**src/hw/rv_pkg.sv**
```systemverilog
// rv32i core package
// shared widths, opcodes, funct codes, enums and structs for the multicycle core
package rv_pkg;

    typedef logic [31:0] word_t;     // data, address or instruction word
    typedef logic [4:0]  reg_addr_t; // register index

    localparam word_t RESET_PC = 32'h8000_0000;
    localparam int    NUM_REGS = 32;

    // major opcodes
    localparam logic [6:0] OP_REG    = 7'b0110011;
    localparam logic [6:0] OP_IMM    = 7'b0010011;
    localparam logic [6:0] OP_LUI    = 7'b0110111;
    localparam logic [6:0] OP_AUIPC  = 7'b0010111;
    localparam logic [6:0] OP_JAL    = 7'b1101111;
    localparam logic [6:0] OP_JALR   = 7'b1100111;
    localparam logic [6:0] OP_BRANCH = 7'b1100011;
    localparam logic [6:0] OP_STORE  = 7'b0100011; // decoded for its immediate only

    // branch compares
    localparam logic [2:0] F3_BEQ  = 3'b000;
    localparam logic [2:0] F3_BNE  = 3'b001;
    localparam logic [2:0] F3_BLT  = 3'b100;
    localparam logic [2:0] F3_BGE  = 3'b101;
    localparam logic [2:0] F3_BLTU = 3'b110;
    localparam logic [2:0] F3_BGEU = 3'b111;

    // alu funct3, shared by OP and OP-IMM
    localparam logic [2:0] F3_ADD  = 3'b000; // add/sub
    localparam logic [2:0] F3_SLL  = 3'b001;
    localparam logic [2:0] F3_SLT  = 3'b010;
    localparam logic [2:0] F3_SLTU = 3'b011;
    localparam logic [2:0] F3_XOR  = 3'b100;
    localparam logic [2:0] F3_SR   = 3'b101; // srl/sra by funct7 bit 5
    localparam logic [2:0] F3_OR   = 3'b110;
    localparam logic [2:0] F3_AND  = 3'b111;

    typedef enum logic [2:0] {
        FMT_R,
        FMT_I,
        FMT_S,
        FMT_B,
        FMT_U,
        FMT_J,
        FMT_N  // no operands, retires as a no-op
    } inst_fmt_t;

    typedef enum logic [3:0] {
        ALU_ADD,
        ALU_SUB,
        ALU_SLL,
        ALU_SLT,
        ALU_SLTU,
        ALU_XOR,
        ALU_SRL,
        ALU_SRA,
        ALU_OR,
        ALU_AND
    } alu_op_t;

    // sequencer states
    typedef enum logic [1:0] {
        IDLE,
        FETCH,
        WAIT,
        EXEC
    } seq_state_t;

    typedef struct packed {
        logic [6:0] opcode;
        logic [2:0] funct3;
        reg_addr_t  rd;
        reg_addr_t  rs1;
        reg_addr_t  rs2;
        word_t      imm;     // sign extended
        inst_fmt_t  fmt;
        alu_op_t    alu_op;
    } decode_t;

    typedef struct packed {
        word_t     pc;
        word_t     inst;
        logic      rd_we;
        reg_addr_t rd;
        word_t     rd_data;
        word_t     next_pc;
    } retire_t;

endpackage

```
**src/hw/reg_file.sv**
```systemverilog
// integer register file
// 32 x 32 bits, two combinational read ports, one write port strobed by commit
module reg_file (
    input  logic              clk,
    input  logic              reset,
    input  logic              commit,
    input  logic              rd_we,
    input  rv_pkg::reg_addr_t rd,
    input  rv_pkg::word_t     rd_data,
    input  rv_pkg::reg_addr_t rs1,
    input  rv_pkg::reg_addr_t rs2,
    output rv_pkg::word_t     rs1_data,
    output rv_pkg::word_t     rs2_data
);

    rv_pkg::word_t regs [rv_pkg::NUM_REGS];

    // x0 is cleared here and the execute unit never asks to write it
    always_ff @(posedge clk) begin
        if (reset) begin
            for (int i = 0; i < rv_pkg::NUM_REGS; i++) begin
                regs[i] <= '0;
            end
        end else if (commit && rd_we) begin
            regs[rd] <= rd_data;
        end
    end

    assign rs1_data = regs[rs1];
    assign rs2_data = regs[rs2];

endmodule

```
**src/hw/inst_decoder.sv**
```systemverilog
// instruction decoder
// field split, format lookup, sign extended immediate and alu op select
module inst_decoder (
    input  rv_pkg::word_t   inst,
    output rv_pkg::decode_t dec
);

    logic [6:0]         opcode;
    logic [2:0]         funct3;
    logic [6:0]         funct7;
    rv_pkg::inst_fmt_t  fmt;
    rv_pkg::word_t      imm;
    rv_pkg::alu_op_t    alu_op;

    assign opcode = inst[6:0];
    assign funct3 = inst[14:12];
    assign funct7 = inst[31:25];

    // loads, system and anything unknown fall to FMT_N
    always_comb begin
        case (opcode)
            rv_pkg::OP_REG:    fmt = rv_pkg::FMT_R;
            rv_pkg::OP_IMM:    fmt = rv_pkg::FMT_I;
            rv_pkg::OP_JALR:   fmt = rv_pkg::FMT_I;
            rv_pkg::OP_STORE:  fmt = rv_pkg::FMT_S;
            rv_pkg::OP_BRANCH: fmt = rv_pkg::FMT_B;
            rv_pkg::OP_LUI:    fmt = rv_pkg::FMT_U;
            rv_pkg::OP_AUIPC:  fmt = rv_pkg::FMT_U;
            rv_pkg::OP_JAL:    fmt = rv_pkg::FMT_J;
            default:           fmt = rv_pkg::FMT_N;
        endcase
    end

    always_comb begin
        case (fmt)
            rv_pkg::FMT_I: begin
                imm = {{20{inst[31]}}, inst[31:20]};
            end
            rv_pkg::FMT_S: begin
                imm = {{20{inst[31]}}, inst[31:25], inst[11:7]};
            end
            rv_pkg::FMT_B: begin
                imm = {{20{inst[31]}}, inst[7], inst[30:25], inst[11:8], 1'b0};
            end
            rv_pkg::FMT_U: begin
                imm = {inst[31:12], 12'b0}; // upper immediate, low bits zero
            end
            rv_pkg::FMT_J: begin
                imm = {{12{inst[31]}}, inst[19:12], inst[20], inst[30:21], 1'b0};
            end
            default: begin
                imm = '0;
            end
        endcase
    end

    // everything outside OP / OP-IMM adds, which covers pc+imm and rs1+imm
    always_comb begin
        alu_op = rv_pkg::ALU_ADD;
        if (opcode == rv_pkg::OP_REG || opcode == rv_pkg::OP_IMM) begin
            case (funct3)
                rv_pkg::F3_ADD: begin
                    if (fmt == rv_pkg::FMT_R && funct7[5]) begin
                        alu_op = rv_pkg::ALU_SUB; // no subi in rv32i
                    end
                end
                rv_pkg::F3_SLL:  alu_op = rv_pkg::ALU_SLL;
                rv_pkg::F3_SLT:  alu_op = rv_pkg::ALU_SLT;
                rv_pkg::F3_SLTU: alu_op = rv_pkg::ALU_SLTU;
                rv_pkg::F3_XOR:  alu_op = rv_pkg::ALU_XOR;
                rv_pkg::F3_SR:   alu_op = funct7[5] ? rv_pkg::ALU_SRA : rv_pkg::ALU_SRL;
                rv_pkg::F3_OR:   alu_op = rv_pkg::ALU_OR;
                rv_pkg::F3_AND:  alu_op = rv_pkg::ALU_AND;
                default:         alu_op = rv_pkg::ALU_ADD;
            endcase
        end
    end

    always_comb begin
        dec.opcode = opcode;
        dec.funct3 = funct3;
        dec.rd     = inst[11:7];
        dec.rs1    = inst[19:15];
        dec.rs2    = inst[24:20];
        dec.imm    = imm;
        dec.fmt    = fmt;
        dec.alu_op = alu_op;
    end

endmodule

```
**src/hw/exec_unit.sv**
```systemverilog
// execute unit
// operand select, alu, branch compare, writeback value and next pc
module exec_unit (
    input  rv_pkg::decode_t dec,
    input  rv_pkg::word_t   pc,
    input  rv_pkg::word_t   rs1_data,
    input  rv_pkg::word_t   rs2_data,
    output logic            rd_we,
    output rv_pkg::word_t   rd_data,
    output rv_pkg::word_t   next_pc
);

    rv_pkg::word_t alu_a;
    rv_pkg::word_t alu_b;
    rv_pkg::word_t alu_result;
    rv_pkg::word_t pc_plus4;
    logic [4:0]    shamt;
    logic          taken;     // branch condition
    logic          wb_en;     // instruction writes rd

    always_comb begin
        case (dec.fmt)
            rv_pkg::FMT_R: begin
                alu_a = rs1_data;
                alu_b = rs2_data;
            end
            rv_pkg::FMT_I: begin
                alu_a = rs1_data; // op-imm and jalr
                alu_b = dec.imm;
            end
            rv_pkg::FMT_U: begin
                alu_a = (dec.opcode == rv_pkg::OP_LUI) ? '0 : pc;
                alu_b = dec.imm;
            end
            rv_pkg::FMT_J, rv_pkg::FMT_B: begin
                alu_a = pc;        // jump / branch target
                alu_b = dec.imm;
            end
            default: begin
                alu_a = rs1_data;
                alu_b = rs2_data;
            end
        endcase
    end

    assign shamt = alu_b[4:0];

    always_comb begin
        case (dec.alu_op)
            rv_pkg::ALU_ADD:  alu_result = alu_a + alu_b;
            rv_pkg::ALU_SUB:  alu_result = alu_a - alu_b;
            rv_pkg::ALU_SLL:  alu_result = alu_a << shamt;
            rv_pkg::ALU_SLT:  alu_result = {31'b0, $signed(alu_a) < $signed(alu_b)};
            rv_pkg::ALU_SLTU: alu_result = {31'b0, alu_a < alu_b};
            rv_pkg::ALU_XOR:  alu_result = alu_a ^ alu_b;
            rv_pkg::ALU_SRL:  alu_result = alu_a >> shamt;
            rv_pkg::ALU_SRA:  alu_result = $signed(alu_a) >>> shamt;
            rv_pkg::ALU_OR:   alu_result = alu_a | alu_b;
            rv_pkg::ALU_AND:  alu_result = alu_a & alu_b;
            default:          alu_result = alu_a + alu_b;
        endcase
    end

    // compare always on the register values, never the alu operands
    always_comb begin
        case (dec.funct3)
            rv_pkg::F3_BEQ:  taken = (rs1_data == rs2_data);
            rv_pkg::F3_BNE:  taken = (rs1_data != rs2_data);
            rv_pkg::F3_BLT:  taken = ($signed(rs1_data) < $signed(rs2_data));
            rv_pkg::F3_BGE:  taken = ($signed(rs1_data) >= $signed(rs2_data));
            rv_pkg::F3_BLTU: taken = (rs1_data < rs2_data);
            rv_pkg::F3_BGEU: taken = (rs1_data >= rs2_data);
            default:         taken = 1'b0;
        endcase
    end

    assign pc_plus4 = pc + 32'd4;

    always_comb begin
        wb_en   = 1'b0;
        rd_data = alu_result;
        next_pc = pc_plus4; // unsupported opcodes just step over
        case (dec.opcode)
            rv_pkg::OP_REG, rv_pkg::OP_IMM, rv_pkg::OP_LUI, rv_pkg::OP_AUIPC: begin
                wb_en = 1'b1;
            end
            rv_pkg::OP_JAL: begin
                wb_en   = 1'b1;
                rd_data = pc_plus4; // link
                next_pc = alu_result;
            end
            rv_pkg::OP_JALR: begin
                wb_en   = 1'b1;
                rd_data = pc_plus4;
                next_pc = {alu_result[31:1], 1'b0};
            end
            rv_pkg::OP_BRANCH: begin
                if (taken) begin
                    next_pc = alu_result;
                end
            end
            default: begin
                wb_en = 1'b0;
            end
        endcase
    end

    assign rd_we = wb_en && (dec.rd != '0); // keeps x0 at zero

endmodule

```
**src/hw/core_sequencer.sv**
```systemverilog
// core sequencer
// fetch / wait / exec control, owns the pc, the instruction register and the retire record
module core_sequencer (
    input  logic              clk,
    input  logic              reset,
    input  logic              inst_valid,
    input  rv_pkg::word_t     inst_data,
    input  logic              rd_we,
    input  rv_pkg::reg_addr_t rd,
    input  rv_pkg::word_t     rd_data,
    input  rv_pkg::word_t     next_pc,
    output logic              fetch_req,
    output rv_pkg::word_t     fetch_addr,
    output rv_pkg::word_t     inst,
    output rv_pkg::word_t     pc,
    output logic              commit,
    output logic              retire_valid,
    output rv_pkg::retire_t   retire_info
);

    rv_pkg::seq_state_t state;
    rv_pkg::seq_state_t next_state;

    always_comb begin
        case (state)
            rv_pkg::IDLE:  next_state = rv_pkg::FETCH;
            rv_pkg::FETCH: next_state = rv_pkg::WAIT;
            rv_pkg::WAIT:  next_state = inst_valid ? rv_pkg::EXEC : rv_pkg::WAIT;
            rv_pkg::EXEC:  next_state = rv_pkg::FETCH;
            default:       next_state = rv_pkg::IDLE;
        endcase
    end

    always_ff @(posedge clk) begin
        if (reset) begin
            state <= rv_pkg::IDLE;
        end else begin
            state <= next_state;
        end
    end

    // pc only moves at the end of exec, so fetch_addr holds through the wait
    always_ff @(posedge clk) begin
        if (reset) begin
            pc <= rv_pkg::RESET_PC;
        end else if (state == rv_pkg::EXEC) begin
            pc <= next_pc;
        end
    end

    always_ff @(posedge clk) begin
        if (state == rv_pkg::WAIT && inst_valid) begin
            inst <= inst_data; // late valid pulses are ignored
        end
    end

    always_ff @(posedge clk) begin
        if (reset) begin
            retire_valid <= 1'b0;
        end else begin
            retire_valid <= (state == rv_pkg::EXEC);
        end
    end

    // retire record lines up with the next fetch
    always_ff @(posedge clk) begin
        if (state == rv_pkg::EXEC) begin
            retire_info.pc      <= pc;
            retire_info.inst    <= inst;
            retire_info.rd_we   <= rd_we;
            retire_info.rd      <= rd;
            retire_info.rd_data <= rd_data;
            retire_info.next_pc <= next_pc;
        end
    end

    assign fetch_req  = (state == rv_pkg::FETCH);
    assign fetch_addr = pc;
    assign commit     = (state == rv_pkg::EXEC); // regfile writes at the end of exec

endmodule

```
**src/hw/rv_core.sv**
```systemverilog
// rv32i multicycle core top
// sequencer, decoder, register file and execute unit, one instruction at a time
module rv_core (
    input  logic            clk,
    input  logic            reset,
    output logic            fetch_req,
    output rv_pkg::word_t   fetch_addr,
    input  logic            inst_valid,
    input  rv_pkg::word_t   inst_data,
    output logic            retire_valid,
    output rv_pkg::retire_t retire_info
);

    rv_pkg::word_t   inst;      // instruction register
    rv_pkg::word_t   pc;
    rv_pkg::decode_t dec;
    rv_pkg::word_t   rs1_data;
    rv_pkg::word_t   rs2_data;
    rv_pkg::word_t   rd_data;
    rv_pkg::word_t   next_pc;
    logic            rd_we;
    logic            commit;    // one cycle write strobe

    core_sequencer seq_i (
        .clk         (clk),
        .reset       (reset),
        .inst_valid  (inst_valid),
        .inst_data   (inst_data),
        .rd_we       (rd_we),
        .rd          (dec.rd),
        .rd_data     (rd_data),
        .next_pc     (next_pc),
        .fetch_req   (fetch_req),
        .fetch_addr  (fetch_addr),
        .inst        (inst),
        .pc          (pc),
        .commit      (commit),
        .retire_valid(retire_valid),
        .retire_info (retire_info)
    );

    inst_decoder dec_i (
        .inst(inst),
        .dec (dec)
    );

    reg_file rf_i (
        .clk     (clk),
        .reset   (reset),
        .commit  (commit),
        .rd_we   (rd_we),
        .rd      (dec.rd),
        .rd_data (rd_data),
        .rs1     (dec.rs1),
        .rs2     (dec.rs2),
        .rs1_data(rs1_data),
        .rs2_data(rs2_data)
    );

    exec_unit exu_i (
        .dec     (dec),
        .pc      (pc),
        .rs1_data(rs1_data),
        .rs2_data(rs2_data),
        .rd_we   (rd_we),
        .rd_data (rd_data),
        .next_pc (next_pc)
    );

endmodule

```
**config.mk**
```make
export PLATFORM = sky130hd
export DESIGN_NAME = rv_core
export DESIGN_NICKNAME = d
export VERILOG_FILES = /design/src/hw/rv_pkg.sv /design/src/hw/reg_file.sv /design/src/hw/inst_decoder.sv /design/src/hw/exec_unit.sv /design/src/hw/core_sequencer.sv /design/src/hw/rv_core.sv
export SDC_FILE = /design/constraint.sdc
export NUM_CORES = 2
export LEC_CHECK = 0
export BUFFER_PORTS_ARGS = -buffer_cell sky130_fd_sc_hd__buf_2
export CAP_MARGIN = 10
export CORE_MARGIN = 3
export CORE_UTILIZATION = 25
export CTS_CLUSTER_DIAMETER = 100
export DETAILED_ROUTE_END_ITERATION = 12
export PLACE_DENSITY = 0.36
export RECOVER_POWER = 50
export SYNTH_ARGS = -nofsm -noshare
export SYNTH_HDL_FRONTEND = slang
export SYNTH_SLANG_ARGS = --single-unit
```
**constraint.sdc**
```tcl
create_clock -name clk -period 20.7 [get_ports clk]
set_input_delay 4.14 -clock clk [delete_from_list [all_inputs] [get_ports clk]]
set_output_delay 4.14 -clock clk [all_outputs]
set_load 0.005 [all_outputs]
```
==> flow_metrics.env <==
export IMPL_hold_path_class="flop to flop"
export IMPL_route_vias_total=56950
export IMPL_synth_seq_cells=1230
export IMPL_cp_depth=10
export IMPL_max_freq_mhz=67.90
export IMPL_cts_buffers=163
export IMPL_cap_violations=58
export IMPL_async_reset_ff_share_pct=0
export IMPL_place_area_um2=78120
export IMPL_path_cells="clkbuf_1 -> inv_1 -> nand2_1 -> clkinv_1 -> clkbuf_1 -> and4_1 -> nand2_2 -> clkbuf_1 -> nand2_4 -> buf_4"
export IMPL_hpwl_mm=254.0
export IMPL_peakVddDrop_uv=168.4
export IMPL_drt_iter0_markers=7006
export IMPL_gr_total_overflow=0
export IMPL_area_delta_synth_final_pct=14.62
export IMPL_clk_latency_ns=0.87
export IMPL_root_buffer="clkbuf_16"
export IMPL_multi_input_area_um2=33120
export IMPL_core_um2=286200
export IMPL_num_rows=196
export IMPL_clockBufferDepth=4
export IMPL_fin_crit_ns=14.73
export IMPL_crit_required_ns=21.16
export IMPL_cp_start_kind="primary input"
export IMPL_port_buffer_count=202
export IMPL_filler_cell_count=29400
export IMPL_critPathBufInv=6
export IMPL_setup_violations=0
export IMPL_antenna_found_initial=21
export IMPL_layout_nets=6436
export IMPL_cp_common_cell="clkbuf_1"
export IMPL_dieHeight_um=543.4
export IMPL_path_max_fanout=34
export IMPL_synth_edf_count=1185
export IMPL_max_stage_delay_ns=3.34
export IMPL_slew_headroom_pct=-219.6
export IMPL_violations="capacitance limit, slew limit"
export IMPL_start_util_pct=25.23
export IMPL_slowest_stage="clkbuf_1"
export IMPL_powerDensity_nw_per_um2=153.8
export IMPL_grt_max_degree=88
export IMPL_cts_htree_levels=4
export IMPL_finalCritPeriodShare_pct=71.14
export IMPL_grt_pass1_vias=56100
export IMPL_synth_area_um2=72200
export IMPL_reg2reg_slack_ns=9.46
export IMPL_cp_data_arrival_time_ns=15.18
export IMPL_synth_top_area_share_pct=49.29
export IMPL_setup_tns_ns=0
export IMPL_postCtsSetupBuffers=0
export IMPL_whs_ns=0.6140
export IMPL_min_from="seq_i.inst[1]"
export IMPL_maxSlewViolCount=1418
export IMPL_clkTransAtPathRegs_ns=0.06
export IMPL_design_area_um2=82750
export IMPL_tritoncts="yes"
export IMPL_hold_violations=0
export IMPL_ff2ff_path_depth=22
export IMPL_p_leak_nw=30.64
export IMPL_fin_util_pct=28.92
export IMPL_rsz0062_at_grt="false"
export IMPL_whs_endpoint="seq_i.retire_info[71]"
export IMPL_synthCells=6167
export IMPL_dr_pass1_iters=6
export IMPL_cp_top_family="buffers and inverters"
export IMPL_seq_area_frac_synth_pct=50.54
export IMPL_rr_endpoint="seq_i.fetch_addr[0]"
export IMPL_drive_above_1_share_pct=16.24
export IMPL_synth_area_leaders="edfxtp_1, mux4_2, mux2i_1"
export IMPL_yosys_warnings=0
export IMPL_clkSinkCount=1230
export IMPL_grt_usage_pct=25.71
export IMPL_status="finished with violations"
export IMPL_avgViaCountPerCell=5.605
export IMPL_whs_path_depth=0
export IMPL_synthDistinctLibCells=101
export IMPL_final_setup_skew_ns=0.09682
export IMPL_criticalPathCategory="primary input to flop"
export IMPL_die_w_um=543.4
export IMPL_synth_ff_type="edfxtp_1"
export IMPL_avgSynthCellArea_um2=11.71
export IMPL_io_pins=203
export IMPL_place_congestion=0.9865
export IMPL_end_kind="flop"
export IMPL_worst_pin_slew_ns=4.794
export IMPL_cts_hold_buf=0
export IMPL_synth_top_area_cell="edfxtp_1"
export IMPL_grt_pass1_wl_mm=519.1
export IMPL_drcViolationCount=0
export IMPL_ff_latch_area_um2=36510
export IMPL_ctsResizeCount=0
export IMPL_wirelength_mm=390.4
export IMPL_antenna_left=0
export IMPL_die_area_um2=295300
export IMPL_wl_per_cell_um=38.42
area by class of cell:
cell class / count / share of cell area [%]
Multi-Input combinational cell: 4247 / 40.02
Sequential cell: 1230 / 44.12
Clock inverter: 99 / 1.142
Inverter: 153 / 0.6970
Clock buffer: 191 / 5.106
Tap cell: 3762 / 5.688
Antenna cell: 9 / 0.02722
Timing Repair Buffer: 470 / 3.201
report_power, final:
group,internal (W),total [W],switching (W)
logic,0.00178,0.00680,0.00502
clock network,0.00167,0.00285,0.00118
registers,0.00292,0.00308,0.000159
synth_stat cells, types with 39 or more instances:
library cell	instances
buf_1	46
nand3_1	103
dfxtp_1	45
ha_1	134
mux2i_1	587
edfxtp_1	1185
nand2_1	273
clkbuf_1	353
a21oi_1	329
buf_2	95
and3_1	48
nor3_1	100
o21ai_0	121
a22oi_1	197
a211oi_1	62
mux2_2	48
buf_6	40
mux4_2	357
inv_1	145
nor2_1	1185
a31oi_1	39
a21o_1	43
routing by layer:
metal	global-route usage (%)	routed length [um]
met2	41.77	180400
met3	3.921	26490
met1	33.27	160200
met5	0	13
met4	12.85	23360
metrics by stage:
step / total power, W / std cells / setup slack (ns)
floorplan: 0.006906 / 6198 / 13.46
global placement: 0.009836 / 9858 / 10.67
detailed placement: 0.009802 / 9861 / 10.65
CTS: 0.01269 / 10150 / 10.55
global route: 0.01317 / 10150 / 5.806
finish: 0.01273 / 10160 / 5.973
placed cells by master, fill, tap and decap left out, types with 100 or more instances in the layout:
cell       instances
a21oi_1          317
clkbuf_1         230
nand2_1          244
clkbuf_16        164
edfxtp_1        1185
mux4_2           357
nor3_1           100
mux2i_1          585
inv_1            145
nor2_1          1179
buf_4            193
o21ai_0          116
a22oi_1          197
ha_1             134
nand3_1          102
how the worst max path moves through the flow:
| stage | endpoint | from |
|---|---|---|
| 6_report | rf_i.regs[3][19] | reset |
| 5_1_grt | rf_i.regs[3][19] | reset |
| 4_1_cts | rf_i.regs[11][31] | flop |
| 3_5_place_dp | rf_i.regs[22][31] | flop |
| 3_3_place_gp | rf_i.regs[17][31] | flop |
| 2_1_floorplan | rf_i.regs[18][0] | seq_i.inst[3] |
state kept, by name, indices dropped and copies added (netlist names), named ones only:
register,cells
rf_i.regs,1024
seq_i.fetch_addr,32
seq_i.inst,32
seq_i.retire_info,129
seq_i.retire_valid,1
seq_i.state,2
cell families after synthesis:
family / synth area share, %
simple gates: 11.39
flops: 50.54
compound gates: 10.51
mux: 20.08
buf+inv: 4.527
fa+ha+maj: 2.378
xor+xnor: 0.5702
other cells: 0.005194
No activity file was read; power rests on OpenSTA's default activity.
